--- src/hdl/perm_pkg.sv ---
package perm_pkg;

    localparam int N_LANES  = 32;
    localparam int LANE_W   = 16;
    localparam int N_STAGES = 9;
    localparam int N_SW     = 16;
    localparam int CTRL_W   = N_STAGES * N_SW;

    // 32-bit APB words per slot, last one half used
    localparam int N_WORDS  = (CTRL_W + 31) / 32;

    // exchange bit of each column, in-place butterfly form
    localparam int stage_dist [N_STAGES] = '{4, 3, 2, 1, 0, 1, 2, 3, 4};

    typedef logic [N_LANES-1:0][LANE_W-1:0] lanes_t;
    typedef logic [CTRL_W-1:0]              ctrl_t;

    typedef struct packed {
        logic   valid;
        logic   slot;
        lanes_t data;
    } perm_in_t;

    typedef struct packed {
        logic   valid;
        lanes_t data;
    } perm_out_t;

    typedef struct packed {
        logic        psel;
        logic        penable;
        logic        pwrite;
        logic [7:0]  paddr;
        logic [31:0] pwdata;
    } apb_req_t;

    typedef struct packed {
        logic [31:0] prdata;
        logic        pready;
        logic        pslverr;
    } apb_rsp_t;

    // word index, byte address is index * 4
    typedef enum logic [3:0] {
        SLOT0_W0  = 4'd0,
        SLOT0_W1  = 4'd1,
        SLOT0_W2  = 4'd2,
        SLOT0_W3  = 4'd3,
        SLOT0_W4  = 4'd4,
        SLOT1_W0  = 4'd5,
        SLOT1_W1  = 4'd6,
        SLOT1_W2  = 4'd7,
        SLOT1_W3  = 4'd8,
        SLOT1_W4  = 4'd9,
        OUT_COUNT = 4'd10
    } perm_reg_e;

endpackage

--- src/hdl/perm_cfg_apb.sv ---
module perm_cfg_apb import perm_pkg::*; (
    input  logic     CLK,
    input  logic     nRST,
    input  apb_req_t apb,
    output apb_rsp_t apb_rsp,
    input  logic     delivered,
    output ctrl_t    slot0_ctrl,
    output ctrl_t    slot1_ctrl
);

    perm_reg_e   reg_idx;
    logic        addr_ok;
    logic        err;
    logic        setup;
    logic        access;
    logic        wr_en;
    logic        is_slot1;
    logic [2:0]  word_idx;
    logic [31:0] rd_word;
    logic [31:0] rd_data_q;
    logic        err_q;
    logic [31:0] out_count;

    function automatic logic [31:0] get_word(ctrl_t cw, logic [2:0] w);
        logic [N_WORDS*32-1:0] wide;
        wide = '0;
        wide[CTRL_W-1:0] = cw;
        return wide[w*32 +: 32];
    endfunction

    function automatic ctrl_t put_word(ctrl_t cw, logic [2:0] w, logic [31:0] val);
        logic [N_WORDS*32-1:0] wide;
        wide = '0;
        wide[CTRL_W-1:0] = cw;
        wide[w*32 +: 32] = val;
        return wide[CTRL_W-1:0];
    endfunction

    assign setup  = apb.psel && !apb.penable;
    assign access = apb.psel && apb.penable;

    // decoded fields only mean something when addr_ok is set
    assign addr_ok  = (apb.paddr[1:0] == 2'b00) && (apb.paddr[7:2] <= 6'(OUT_COUNT));
    assign reg_idx  = perm_reg_e'(apb.paddr[5:2]);
    assign err      = !addr_ok || (apb.pwrite && reg_idx == OUT_COUNT);
    assign is_slot1 = (reg_idx >= SLOT1_W0) && (reg_idx <= SLOT1_W4);
    assign word_idx = is_slot1 ? 3'(reg_idx - SLOT1_W0) : 3'(reg_idx);
    assign wr_en    = access && apb.pwrite && !err;

    always_comb begin
        if (reg_idx == OUT_COUNT) begin
            rd_word = out_count;
        end else if (is_slot1) begin
            rd_word = get_word(slot1_ctrl, word_idx);
        end else begin
            rd_word = get_word(slot0_ctrl, word_idx);
        end
    end

    // items sampled after the access edge see the new slot word
    always_ff @(posedge CLK or negedge nRST) begin
        if (!nRST) begin
            slot0_ctrl <= '0;
            slot1_ctrl <= '0;
        end else if (wr_en) begin
            if (is_slot1) begin
                slot1_ctrl <= put_word(slot1_ctrl, word_idx, apb.pwdata);
            end else begin
                slot0_ctrl <= put_word(slot0_ctrl, word_idx, apb.pwdata);
            end
        end
    end

    always_ff @(posedge CLK or negedge nRST) begin
        if (!nRST) begin
            out_count <= '0;
        end else if (delivered) begin
            out_count <= out_count + 32'd1;
        end
    end

    // captured at the end of setup and presented during access
    always_ff @(posedge CLK or negedge nRST) begin
        if (!nRST) begin
            rd_data_q <= '0;
            err_q     <= 1'b0;
        end else begin
            err_q     <= setup && err;
            rd_data_q <= (setup && !apb.pwrite && !err) ? rd_word : '0;
        end
    end

    assign apb_rsp.prdata  = rd_data_q;
    assign apb_rsp.pready  = 1'b1;
    assign apb_rsp.pslverr = err_q;

    a_penable_in_psel: assert property (
        @(posedge CLK) disable iff (!nRST)
        apb.penable |-> apb.psel
    );

    // read-back and error are decoded from the setup address
    a_paddr_stable: assert property (
        @(posedge CLK) disable iff (!nRST)
        setup |=> $stable(apb.paddr)
    );

endmodule

--- config.mk ---
export PLATFORM = sky130hd
export DESIGN_NAME = perm_cfg_apb
export DESIGN_NICKNAME = d
export VERILOG_FILES = /design/src/hdl/perm_pkg.sv /design/src/hdl/perm_cfg_apb.sv
export SDC_FILE = /design/constraint.sdc
export NUM_CORES = 1
export LEC_CHECK = 0
export BUFFER_PORTS_ARGS = -buffer_cell sky130_fd_sc_hd__buf_4
export CAP_MARGIN = 20
export CORE_MARGIN = 8
export CORE_UTILIZATION = 30
export DETAILED_ROUTE_END_ITERATION = 8
export GPL_ROUTABILITY_DRIVEN = 0
export SLEW_MARGIN = 20
export SYNTH_ARGS = -nofsm -noshare
export SYNTH_HDL_FRONTEND = slang
export SYNTH_SLANG_ARGS = --single-unit
export TNS_END_PERCENT = 20
--- constraint.sdc ---
create_clock -name CLK -period 2.35 [get_ports CLK]
set_input_delay 0.1175 -clock CLK [delete_from_list [all_inputs] [get_ports CLK]]
set_output_delay 0.1175 -clock CLK [all_outputs]
set_load 0.1 [all_outputs]
# Word-level counts from Yosys, hierarchy flattened
# Cells that the tools add are included.
[word_totals] output_inout_bits=322 inputBits=46 word_cells=41 ff_bits=353
[classes] bitwise=1 reduce_logical=18 muxes=6 order_cmp=3 eq_ne=1 shift=4 add_sub_neg=3
[op_table] op="$bwmux 160" n=2
[op_table] op="$shiftx 160x9->32" n=2
[op_table] op="$shift 32x34->160 const A" n=1
[op_table] op="$shiftx 32x34->160" n=1
[op_table] op="$mux 32" n=3
[op_table] op="$neg 8->34" n=1
[op_table] op="$add 32x1->32 const B" n=1
[op_table] op="$logic_and 1x1->1" n=10
[op_table] op="$le 6x4->1 const B" n=1
[op_table] op="$eq 4x4->1 const B" n=1
[op_table] op="$ge 4x3->1 const B" n=1
[op_table] op="$le 4x4->1 const B" n=1
[op_table] op="$logic_not 1->1" n=4
[op_table] op="$reduce_and 2->1" n=2
[op_table] op="$mux 3" n=1
[op_table] op="$sub 3x3->3 const B" n=1
[op_table] op="$logic_not 2->1" n=1
[op_table] op="$logic_or 1x1->1" n=1
[op_table] op="$not 1->1" n=1

# Logic depth before layout (Yosys ltp)
# Gate-level depths: netlist of run 1.
[logic_depth] word_depth=7 mapped_depth=18 ltp_nobuf=12

# Worst setup path after synthesis of run 1
# Ideal clock, no wire load.
[synth_path] kind="input-to-reg" from="input apb[34] (netlist bit)" to="register slot0_ctrl[38]" setup_ns=0.126 stages=16 required_time_ns=2.224 path_buffers=5 path_slack_ns=-1.799 arrival_ns=4.023 path_cell_list="clkbuf_1 inv_1 clkbuf_1 ha_1 clkbuf_1 and3b_1 o21a_1 o32ai_4 inv_1 ha_1 nor2b_1 nand2_1 or4_1 buf_2 buf_6 mux2_4"
[synth_via] elab_chain_len=7 elab_cells_between_ends=19 cone_classes="add/sub: 2; order compare: 3; eq/ne: 1; shift: 2; mux: 2; bitwise: 1; reduce/logical: 8"
[synth_rtl] element="from (decl)" line_no="perm_cfg_apb.sv:4" source="input apb_req_t apb,"
[synth_rtl] element="parallel branches: the longest is 7 deep, another holds $neg 8->34"
[synth_rtl] element="to (signal assigned)" line_no="perm_cfg_apb.sv:69" source="slot0_ctrl <= put_word(slot0_ctrl, word_idx, apb.pwdata);"
[synth_rtl] element="to (decl)" line_no="perm_cfg_apb.sv:7" source="output ctrl_t slot0_ctrl,"
# Parallel ways; which one is timed is not known.
# A chain may end at the register's enable or synchronous reset.

# Worst setup path in the final report of run 1
[layout_path] from="input apb[35] (netlist bit)" to="register slot1_ctrl[49]"
[layout_via] elab_chain_len=7 elab_cells_between_ends=18 cone_classes="add/sub: 2; order compare: 3; eq/ne: 1; shift: 2; mux: 2; reduce/logical: 8"
[layout_rtl] element="parallel branches: the longest is 7 deep, another holds $neg 8->34"
[layout_rtl] element="to (signal assigned)" line_no="perm_cfg_apb.sv:67" source="slot1_ctrl <= put_word(slot1_ctrl, word_idx, apb.pwdata);"
[layout_rtl] element="to (decl)" line_no="perm_cfg_apb.sv:8" source="output ctrl_t slot1_ctrl"
# Parallel ways; which one is timed is not known.

==> reports/metrics.yaml, run 1 <==
status: "complete, but fails checks"
violations: "setup timing"
rows: 89
ios: 368
synth_cell_types: 60
vdd_drop_max_uv: 523
worstPathMaxFanout: 8
dieWidth_um: 260
grt_pass1_wl_um: 104000
num-fill-cells: 5544
crit_arrival_ps: 2830
use_met1_pct: 24.9
hold_class: "in2reg"
worstMarginPinSlew_ps: 916
coreArea_um2: 59000
busiest_layer: "met2"
cts-root-buf: "clkbuf_16"
worstSkewPairLatency_ps: 550
place_ws_ps: -644
dp_hpwl_um: 52200
startpoint_type: "input port"
synth.cell_area_um2: 17900
final_layout_size_suffix_gt1_share_pct: 46.4
rsz0062_at_grt: "yes"
max_slew_margin_pct: 38.9
min_period_ps: 2400
area_growth_pct: 37.8
maxSlewViolCount: 0
crit_path_end_kind: "register"
drc: 0
routedWlPerCell_um: 25.5
yosysTopAreaCell: "dfrtp_1"
ant_nets: 0
path_clk_slew_ps: 60
setup_viol_count_final: 33
maxCapViolCount: 0
syn_inst: 1479
rrSetupSlack_ps: 180
setup_ws_ps: -50.7
fin_util_pct: 41.9
powerDensity_nw_per_um2: 603
fin_area_um2: 24700
die_area_um2: 67900
cts_buffer_depth: 3
netlist.area_leader.share_pct: 49.3
finalNonFillerCells: 2757
synth-seq-cells: 353
use_met2_pct: 34.4
first_global_vias: 15498
fin_nets: 2007
antenna_found_initial: 3
yosys_warnings: 0
syn_nets: 1530
drt_iter0_markers: 1142
leakage_nw: 11.8
setup_tns_ps: -962
die_y_um: 260
yosysSeqAreaShare_pct: 49.3
grt_max_degree: 64
cts_tree: "done"
synth_area_leaders: "dfrtp_1 (49%), mux2_2 (16%), mux4_2 (4.0%), o211ai_1 (2.0%), o21ai_0 (1.8%)"
ys.flop_type: "dfrtp_1"
hold_viol: 0
via_per_inst: 5.37
numPortBuffers: 366
wl_um: 70200
grt-ovfl-total: 0
fin_crit_sh_pct: 102
syn_avg_cell_area_um2: 12.1
ctsHtreeMaxLevel: 2
use_met3_pct: 4.94
finClkSkew_ps: 5.23
initial_core_util_pct: 30.4
first_pass_iters: 6
power_mw: 14.9
synth_edf_count: 0
fin_worst_hold_slack_ps: 101
clock.fmax_mhz: 417
ys_async_sr_fraction_pct: 100
cts_sinks: 353
dp_cells: 2636
path_class: "in2reg"
vias: 14818
cts_made_buffers: 42
crit_required_ps: 2780
dpl-instance-area_um2: 22700
grt_use_total_pct: 20.0
## metal layers
metal | wire (µm) | up-vias | share of wire [%]
li1 | - | 6463 | -
met1 | 28300 | 7655 | 40
met2 | 34500 | 584 | 49
met3 | 5500 | 112 | 7.8
met4 | 1920 | 4 | 2.7
met5 | 26 | - | 0.037
## kinds of logic (layout without fill, tap and decap cells)
| logic type | after synthesis | count (layout) | share of synthesized area, % |
|---|---|---|---|
| flip-flops | 353 | 353 | 49.3 |
| adder cells (fa/ha/maj) | 5 | 5 | 0.349 |
| XOR/XNOR | 34 | 34 | 1.70 |
| AO/OA/AOI/OAI | 277 | 277 | 11.4 |
| other | 1 | 2 | 0.0209 |
| multiplexers | 340 | 340 | 23.4 |
| buffers and inverters | 145 | 649 | 3.52 |
| AND/OR/NAND/NOR | 324 | 324 | 10.4 |
## critical path: stages
cell and delay (ps):
buf_8 100, inv_6 50, ha_4 210, and3b_1 180
o21a_2 230, o32ai_4 280, inv_2 70, ha_4 290
nand2b_4 60, nor2_2 110, nand4_1 100, buf_4 180
nor3_4 190, buf_12 160, clkbuf_16 190, mux2_4 310
## synthesized netlist by cell type (19+ instances only)
library cell and count:
nor2_1 71, clkbuf_1 79, a221o_1 32, nand2_1 38
mux2i_1 19, mux4_2 32, xnor2_1 27, mux2_2 260
nor3_1 20, and2_1 52, mux2_1 19, inv_1 21
dfrtp_1 353, a21oi_1 34, and3_1 36, o211ai_1 48
buf_2 24, nand2b_1 20, o21ai_0 66, o221ai_1 32
## layout make-up
| type | count | area, µm² | share of cell area (%) |
|---|---|---|---|
| Clock buffer | 64 | 1260 | 5.09 |
| Sequential cell | 353 | 8830 | 35.7 |
| Tap cell | 773 | 967 | 3.91 |
| Multi-Input combinational cell | 981 | 8780 | 35.5 |
| Clock inverter | 7 | 68.8 | 0.278 |
| Antenna cell | 1 | 2.50 | 0.0101 |
| Timing Repair Buffer | 557 | 4710 | 19.0 |
| Inverter | 21 | 91.3 | 0.370 |
## sequential cells by signal (all words and copies together), names as in the netlist
signal / cells
out_count: 32
err_q: 1
slot0_ctrl: 144
rd_data_q: 32
slot1_ctrl: 144
## worst paths after layout
path | startpoint | end | cells after the start
setup / recovery | apb[35] | slot1_ctrl[49]$_DFFE_PN0P_ | 16
hold / removal | apb[40] | err_q$_DFF_PN0_ | 3
setup reg to reg | slot1_ctrl[111]$_DFFE_PN0P_ | rd_data_q[15]$_DFF_PN0_ | 7
hold reg to reg | out_count[14]$_DFFE_PN0P_ | out_count[14]$_DFFE_PN0P_ | 1
max in group asynchronous | nRST | slot0_ctrl[141]$_DFFE_PN0P_ | 3
min in group asynchronous | nRST | slot1_ctrl[110]$_DFFE_PN0P_ | 2
## timing repair
item / 4_1_cts / 5_1_grt
hold buffers: 36 / 0
endpoints found under the hold margin: 380 / 0
cloned: 1 / 2
gates resized for setup: 2 / 45
pin swaps: 1 / 9
setup endpoints to repair: 40 / 188
buffers inserted: 2 / 8
## power breakdown
group | total (mW) | internal, mW | switching, mW
sequential | 6.32 | 6.19 | 0.132
clock | 6.39 | 3.78 | 2.61
combinational | 2.18 | 0.756 | 1.43
total | 14.9 | 10.7 | 4.16
## placed cells by master (no fill, tap or decap), types with 18 or more instances in the layout
| cell type | n |
|---|---|
| mux2i_1 | 19 |
| o221ai_1 | 32 |
| and3_1 | 36 |
| dfrtp_1 | 353 |
| xnor2_1 | 26 |
| mux4_2 | 32 |
| nor3_1 | 19 |
| o211ai_1 | 48 |
| clkbuf_16 | 47 |
| mux2_4 | 54 |
| buf_4 | 485 |
| a21oi_1 | 34 |
| a221o_1 | 32 |
| nand2b_1 | 19 |
| nor2_1 | 69 |
| inv_1 | 18 |
| mux2_2 | 216 |
| dlygate4sd3_1 | 36 |
| nand2_1 | 37 |
| o21ai_0 | 66 |
| mux2_1 | 19 |
| buf_12 | 28 |
| and2_1 | 52 |
Power figures use the tool's default switching activity.
==> inputs of run 2 (changes only) <==
Settings changed: RECOVER_POWER from default to 25, REMOVE_ABC_BUFFERS from default to 1.
==> reports/metrics.yaml, run 2 (synthesized netlist as in run 1, its figures left out) <==
power_mw: 15.8
startpoint_type: "input port"
final_common_cell: "buf_4"
hold_viol: 0
top_regs: "slot0_ctrl: 144 flops, slot1_ctrl: 144 flops"
via_per_inst: 5.46
dp_cells: 2619
reg2reg_to: "out_count[31]$_DFFE_PN0P_"
sw_frac_of_total_pct: 28.1
worstPathMaxFanout: 17
cts_made_buffers: 45
rr_startpoint: "out_count[3]$_DFFE_PN0P_"
grt-ovfl-total: 0
min_period_ps: 2330
hp-start: "apb[1]"
ctsHtreeMaxLevel: 2
maxSlewViolCount: 64
fin_area_um2: 25100
vdd_drop_max_uv: 542
fin_nets: 2004
ios: 368
clockPowerShare_pct: 46.0
dp_hpwl_um: 52700
cts-root-buf: "clkbuf_16"
cts_sinks: 353
grt_max_degree: 76
drt_iter0_markers: 1262
path_class: "in2reg"
crit_required_ps: 2800
finClkSkew_ps: 18.8
setup_ws_ps: 15.7
worstMarginPinSlew_ps: 1940
combPwrFrac_pct: 14.1
final_layout_size_suffix_gt1_share_pct: 47.2
place_ws_ps: -812
status: "complete, but fails checks"
setup_viol_count_final: 0
antenna_found_initial: 3
wl_um: 75900
drc: 0
clock.fmax_mhz: 428
crit_arrival_ps: 2780
layout_common_cells: "buf_4 (459), dfrtp_1 (353), mux2_2 (209)"
coreArea_um2: 59000
setup_tns_ps: 0
violations: "capacitance limit, slew limit"
die_area_um2: 67900
initial_core_util_pct: 30.4
numPortBuffers: 366
p_int_mw: 11.4
rrSetupSlack_ps: 260
dpl-instance-area_um2: 22600
cts_tree: "done"
max_slew_margin_pct: -29.1
multi_input_area_um2: 8850
seqPwrFrac_pct: 40.0
first_pass_iters: 6
hold_class: "in2reg"
path_clk_slew_ps: 60
register_area_um2: 8830
rows: 89
rsz0062_at_grt: "yes"
grt_pass1_wl_um: 108000
cts_buffer_depth: 3
num-fill-cells: 5549
leakage_nw: 12.0
powerDensity_nw_per_um2: 629
maxCapViolCount: 1
fin_util_pct: 42.6
fin_worst_hold_slack_ps: 341
routedWlPerCell_um: 27.5
finalNonFillerCells: 2765
area_growth_pct: 40.1
p_sw_mw: 4.44
worstSkewPairLatency_ps: 580
dieWidth_um: 260
vias: 15110
min_path_cells: 3
fin_crit_sh_pct: 99.3
crit_path_end_kind: "register"
ant_nets: 0
die_y_um: 260
worst_r2r_path_depth: 6
grt_use_total_pct: 21.2
first_global_vias: 15475
min_to: "slot1_ctrl[1]$_DFFE_PN0P_"
==> run 2: cell type report <==
cell class	count	share of cell area, %
Inverter	21	0.344
Clock inverter	22	1.04
Antenna cell	4	0.0398
Clock buffer	60	5.15
Multi-Input combinational cell	981	35.2
Sequential cell	353	35.2
Timing Repair Buffer	551	19.2
Tap cell	773	3.85
==> run 2: power by group through the flow <==
stage                     logic (mW)  clock network (mW)  registers (mW)
after CTS                       2.20                7.42            6.32
after floorplan                0.735                   0            6.74
after detailed placement        2.11                   0            6.43
after global placement          2.07                   0            6.42
final                           2.22                7.27            6.32
after global routing            2.35                7.65            6.33
==> run 2: metal layers <==
| layer | share of wire (%) | up-vias | GRT usage (%) |
|---|---|---|---|
| li1 | - | 6466 | - |
| met1 | 39 | 7794 | 26.0 |
| met2 | 48 | 724 | 35.6 |
| met3 | 10 | 126 | 6.70 |
| met4 | 2.8 | 0 | 6.21 |
| met5 | 0 | - | 0 |
==> run 2: critical path, stage by stage <==
cell and delay [ps]:
buf_8 100, inv_6 50, ha_4 200, and3b_1 190
o21a_1 220, o32ai_4 240, inv_2 70, ha_4 290
nor2b_4 150, nand2_2 70, buf_6 140, buf_4 140
nor3_4 190, buf_12 230, mux2_2 370
==> run 2: how the worst max path moves through the flow <==
stage,cells past startpoint,endpoint,start,slack [ps]
after CTS,17,slot1_ctrl[55]$_DFFE_PN0P_,apb[35],-20
after floorplan,11,slot0_ctrl[100]$_DFFE_PN0P_,apb[34],-4940
final,15,slot0_ctrl[62]$_DFFE_PN0P_,apb[35],20
after global placement,14,slot1_ctrl[114]$_DFFE_PN0P_,apb[35],-740
after global routing,17,slot0_ctrl[73]$_DFFE_PN0P_,apb[35],-80
after detailed placement,14,slot1_ctrl[116]$_DFFE_PN0P_,apb[35],-810
==> run 2: what timing repair did <==
action                                  in CTS  in global routing
endpoints found under the hold margin      299                  0
endpoints found under the setup margin     272                130
pin swaps                                    6                  1
setup buffers                               13                  2
hold buffers                                38                  0
resized for setup                           25                 62
cloned                                       4                  4
==> inputs of run 3 (changes only) <==
Settings changed: CORE_MARGIN 8 to 2.
==> reports/metrics.yaml, run 3 (synthesized netlist as in run 1, its figures left out) <==
startpoint_type: "input port"
p_int_mw: 10.7
via_per_inst: 5.49
rsz0062_at_grt: "yes"
wl_um: 75900
grt_pass1_wl_um: 110000
hold_class: "in2reg"
max_slew_margin_pct: 8.92
leakage_nw: 11.9
drt_iter0_markers: 1400
cts-root-buf: "clkbuf_16"
path_class: "in2reg"
first_pass_iters: 6
num-fill-cells: 5577
final_layout_size_suffix_gt1_share_pct: 47.3
cts_tree: "done"
grt_max_degree: 83
dp_hpwl_um: 50600
path_clk_slew_ps: 60
antenna_found_initial: 3
ant_nets: 0
finClkSkew_ps: 15.9
status: "complete, but fails checks"
maxSlewViolCount: 0
combPwrFrac_pct: 14.9
initial_core_util_pct: 30.4
fin_crit_sh_pct: 104
area_growth_pct: 40.2
p_sw_mw: 4.37
setup_tns_ps: -4470
ios: 368
drc: 0
clockPowerShare_pct: 43.3
hold_viol: 0
seqPwrFrac_pct: 41.9
grt-ovfl-total: 0
min_period_ps: 2450
crit_arrival_ps: 2900
worstPathMaxFanout: 5
grt_use_total_pct: 23.8
final_common_cell: "buf_4"
numPortBuffers: 366
layout_common_cells: "buf_4 (463), dfrtp_1 (353), mux2_2 (166)"
crit_path_end_kind: "register"
setup_viol_count_final: 113
clock.fmax_mhz: 408
worstMarginPinSlew_ps: 1370
fin_nets: 2013
fin_util_pct: 42.6
crit_required_ps: 2800
maxCapViolCount: 0
ctsHtreeMaxLevel: 2
coreArea_um2: 59000
place_ws_ps: -823
first_global_vias: 15922
setup_ws_ps: -99.8
worstSkewPairLatency_ps: 580
cts_made_buffers: 43
powerDensity_nw_per_um2: 601
vias: 15176
dieWidth_um: 248
top_regs: "slot0_ctrl: 144 flops, slot1_ctrl: 144 flops"
cts_buffer_depth: 3
violations: "setup timing"
die_area_um2: 61700
sw_frac_of_total_pct: 28.9
routedWlPerCell_um: 27.4
rows: 89
cts_sinks: 353
vdd_drop_max_uv: 501
die_y_um: 248
run 3: power groups by stage:
stage	clock, mW	combinational (mW)	sequential, mW
after global routing	6.97	2.37	6.34
after floorplan	0	0.735	6.74
final	6.54	2.25	6.33
after detailed placement	0	2.11	6.43
after CTS	6.70	2.21	6.32
after global placement	0	2.07	6.42
run 3: path summary, 6_finish.rpt:
| path | startpoint | to | slack, ps | depth (start not counted) |
|---|---|---|---|---|
| max in group asynchronous | nRST | rd_data_q[13]$_DFF_PN0_ | 430 | 3 |
| max reg2reg | slot1_ctrl[96]$_DFFE_PN0P_ | rd_data_q[0]$_DFF_PN0_ | 200 | 5 |
| min in group asynchronous | nRST | slot1_ctrl[121]$_DFFE_PN0P_ | 440 | 2 |
| min | apb[40] | rd_data_q[3]$_DFF_PN0_ | 320 | 6 |
| min reg2reg | out_count[12]$_DFFE_PN0P_ | out_count[12]$_DFFE_PN0P_ | 490 | 1 |
| max | apb[35] | slot0_ctrl[78]$_DFFE_PN0P_ | -100 | 17 |
run 3: through the flow:
step	hold slack (ps)	instances	total power, mW	instance area, µm²
final	317	2765	15.1	25100
after global routing	328	2765	15.7	25100
after CTS	191	2761	15.2	24800
after detailed placement	219	2631	8.54	22600
after global placement	213	2631	8.50	22600
after floorplan	-178	1355	7.48	17400
run 3: worst max-delay path, stage by stage:
cell and delay (ps):
buf_8 110, inv_8 60, ha_4 200, and3b_1 170, o21a_1 200, o32ai_4 280, inv_2 70, ha_4 290
nand2b_4 60, nor2_1 90, nand4_1 140, buf_4 180, buf_6 110, nor2_4 160, buf_12 160, buf_12 160
mux2_4 310
run 3: final cells by class:
cell class	instances	area [µm²]	share of cell area, %
clock buffers	58	1200	4.78
multi-input cells	981	9040	36.0
repair buffers	562	4850	19.3
diodes	1	2.50	0.00996
inverters	21	91.3	0.363
well taps	773	967	3.85
flip-flops and latches	353	8830	35.1
clock inverters	16	151	0.602
run 3: metal layers:
metal  share of wire [%]  vias up  track usage [%]  wire length, µm
li1                    -     6472                -                -
met1                  40     7832             30.0            30400
met2                  48      733             39.6            36200
met3                 9.1      135             6.37             6910
met4                 3.0        4             7.37             2300
met5               0.033        -                0               25
run 3: timing repair:
item                       in CTS  in global routing
setup endpoints to repair     286                272
resized for setup              44                108
hold buffers                   37                  0
buffers inserted               13                  4
pin swaps                       8                  9
hold endpoints to repair      266                  0
gates cloned                    7                  2
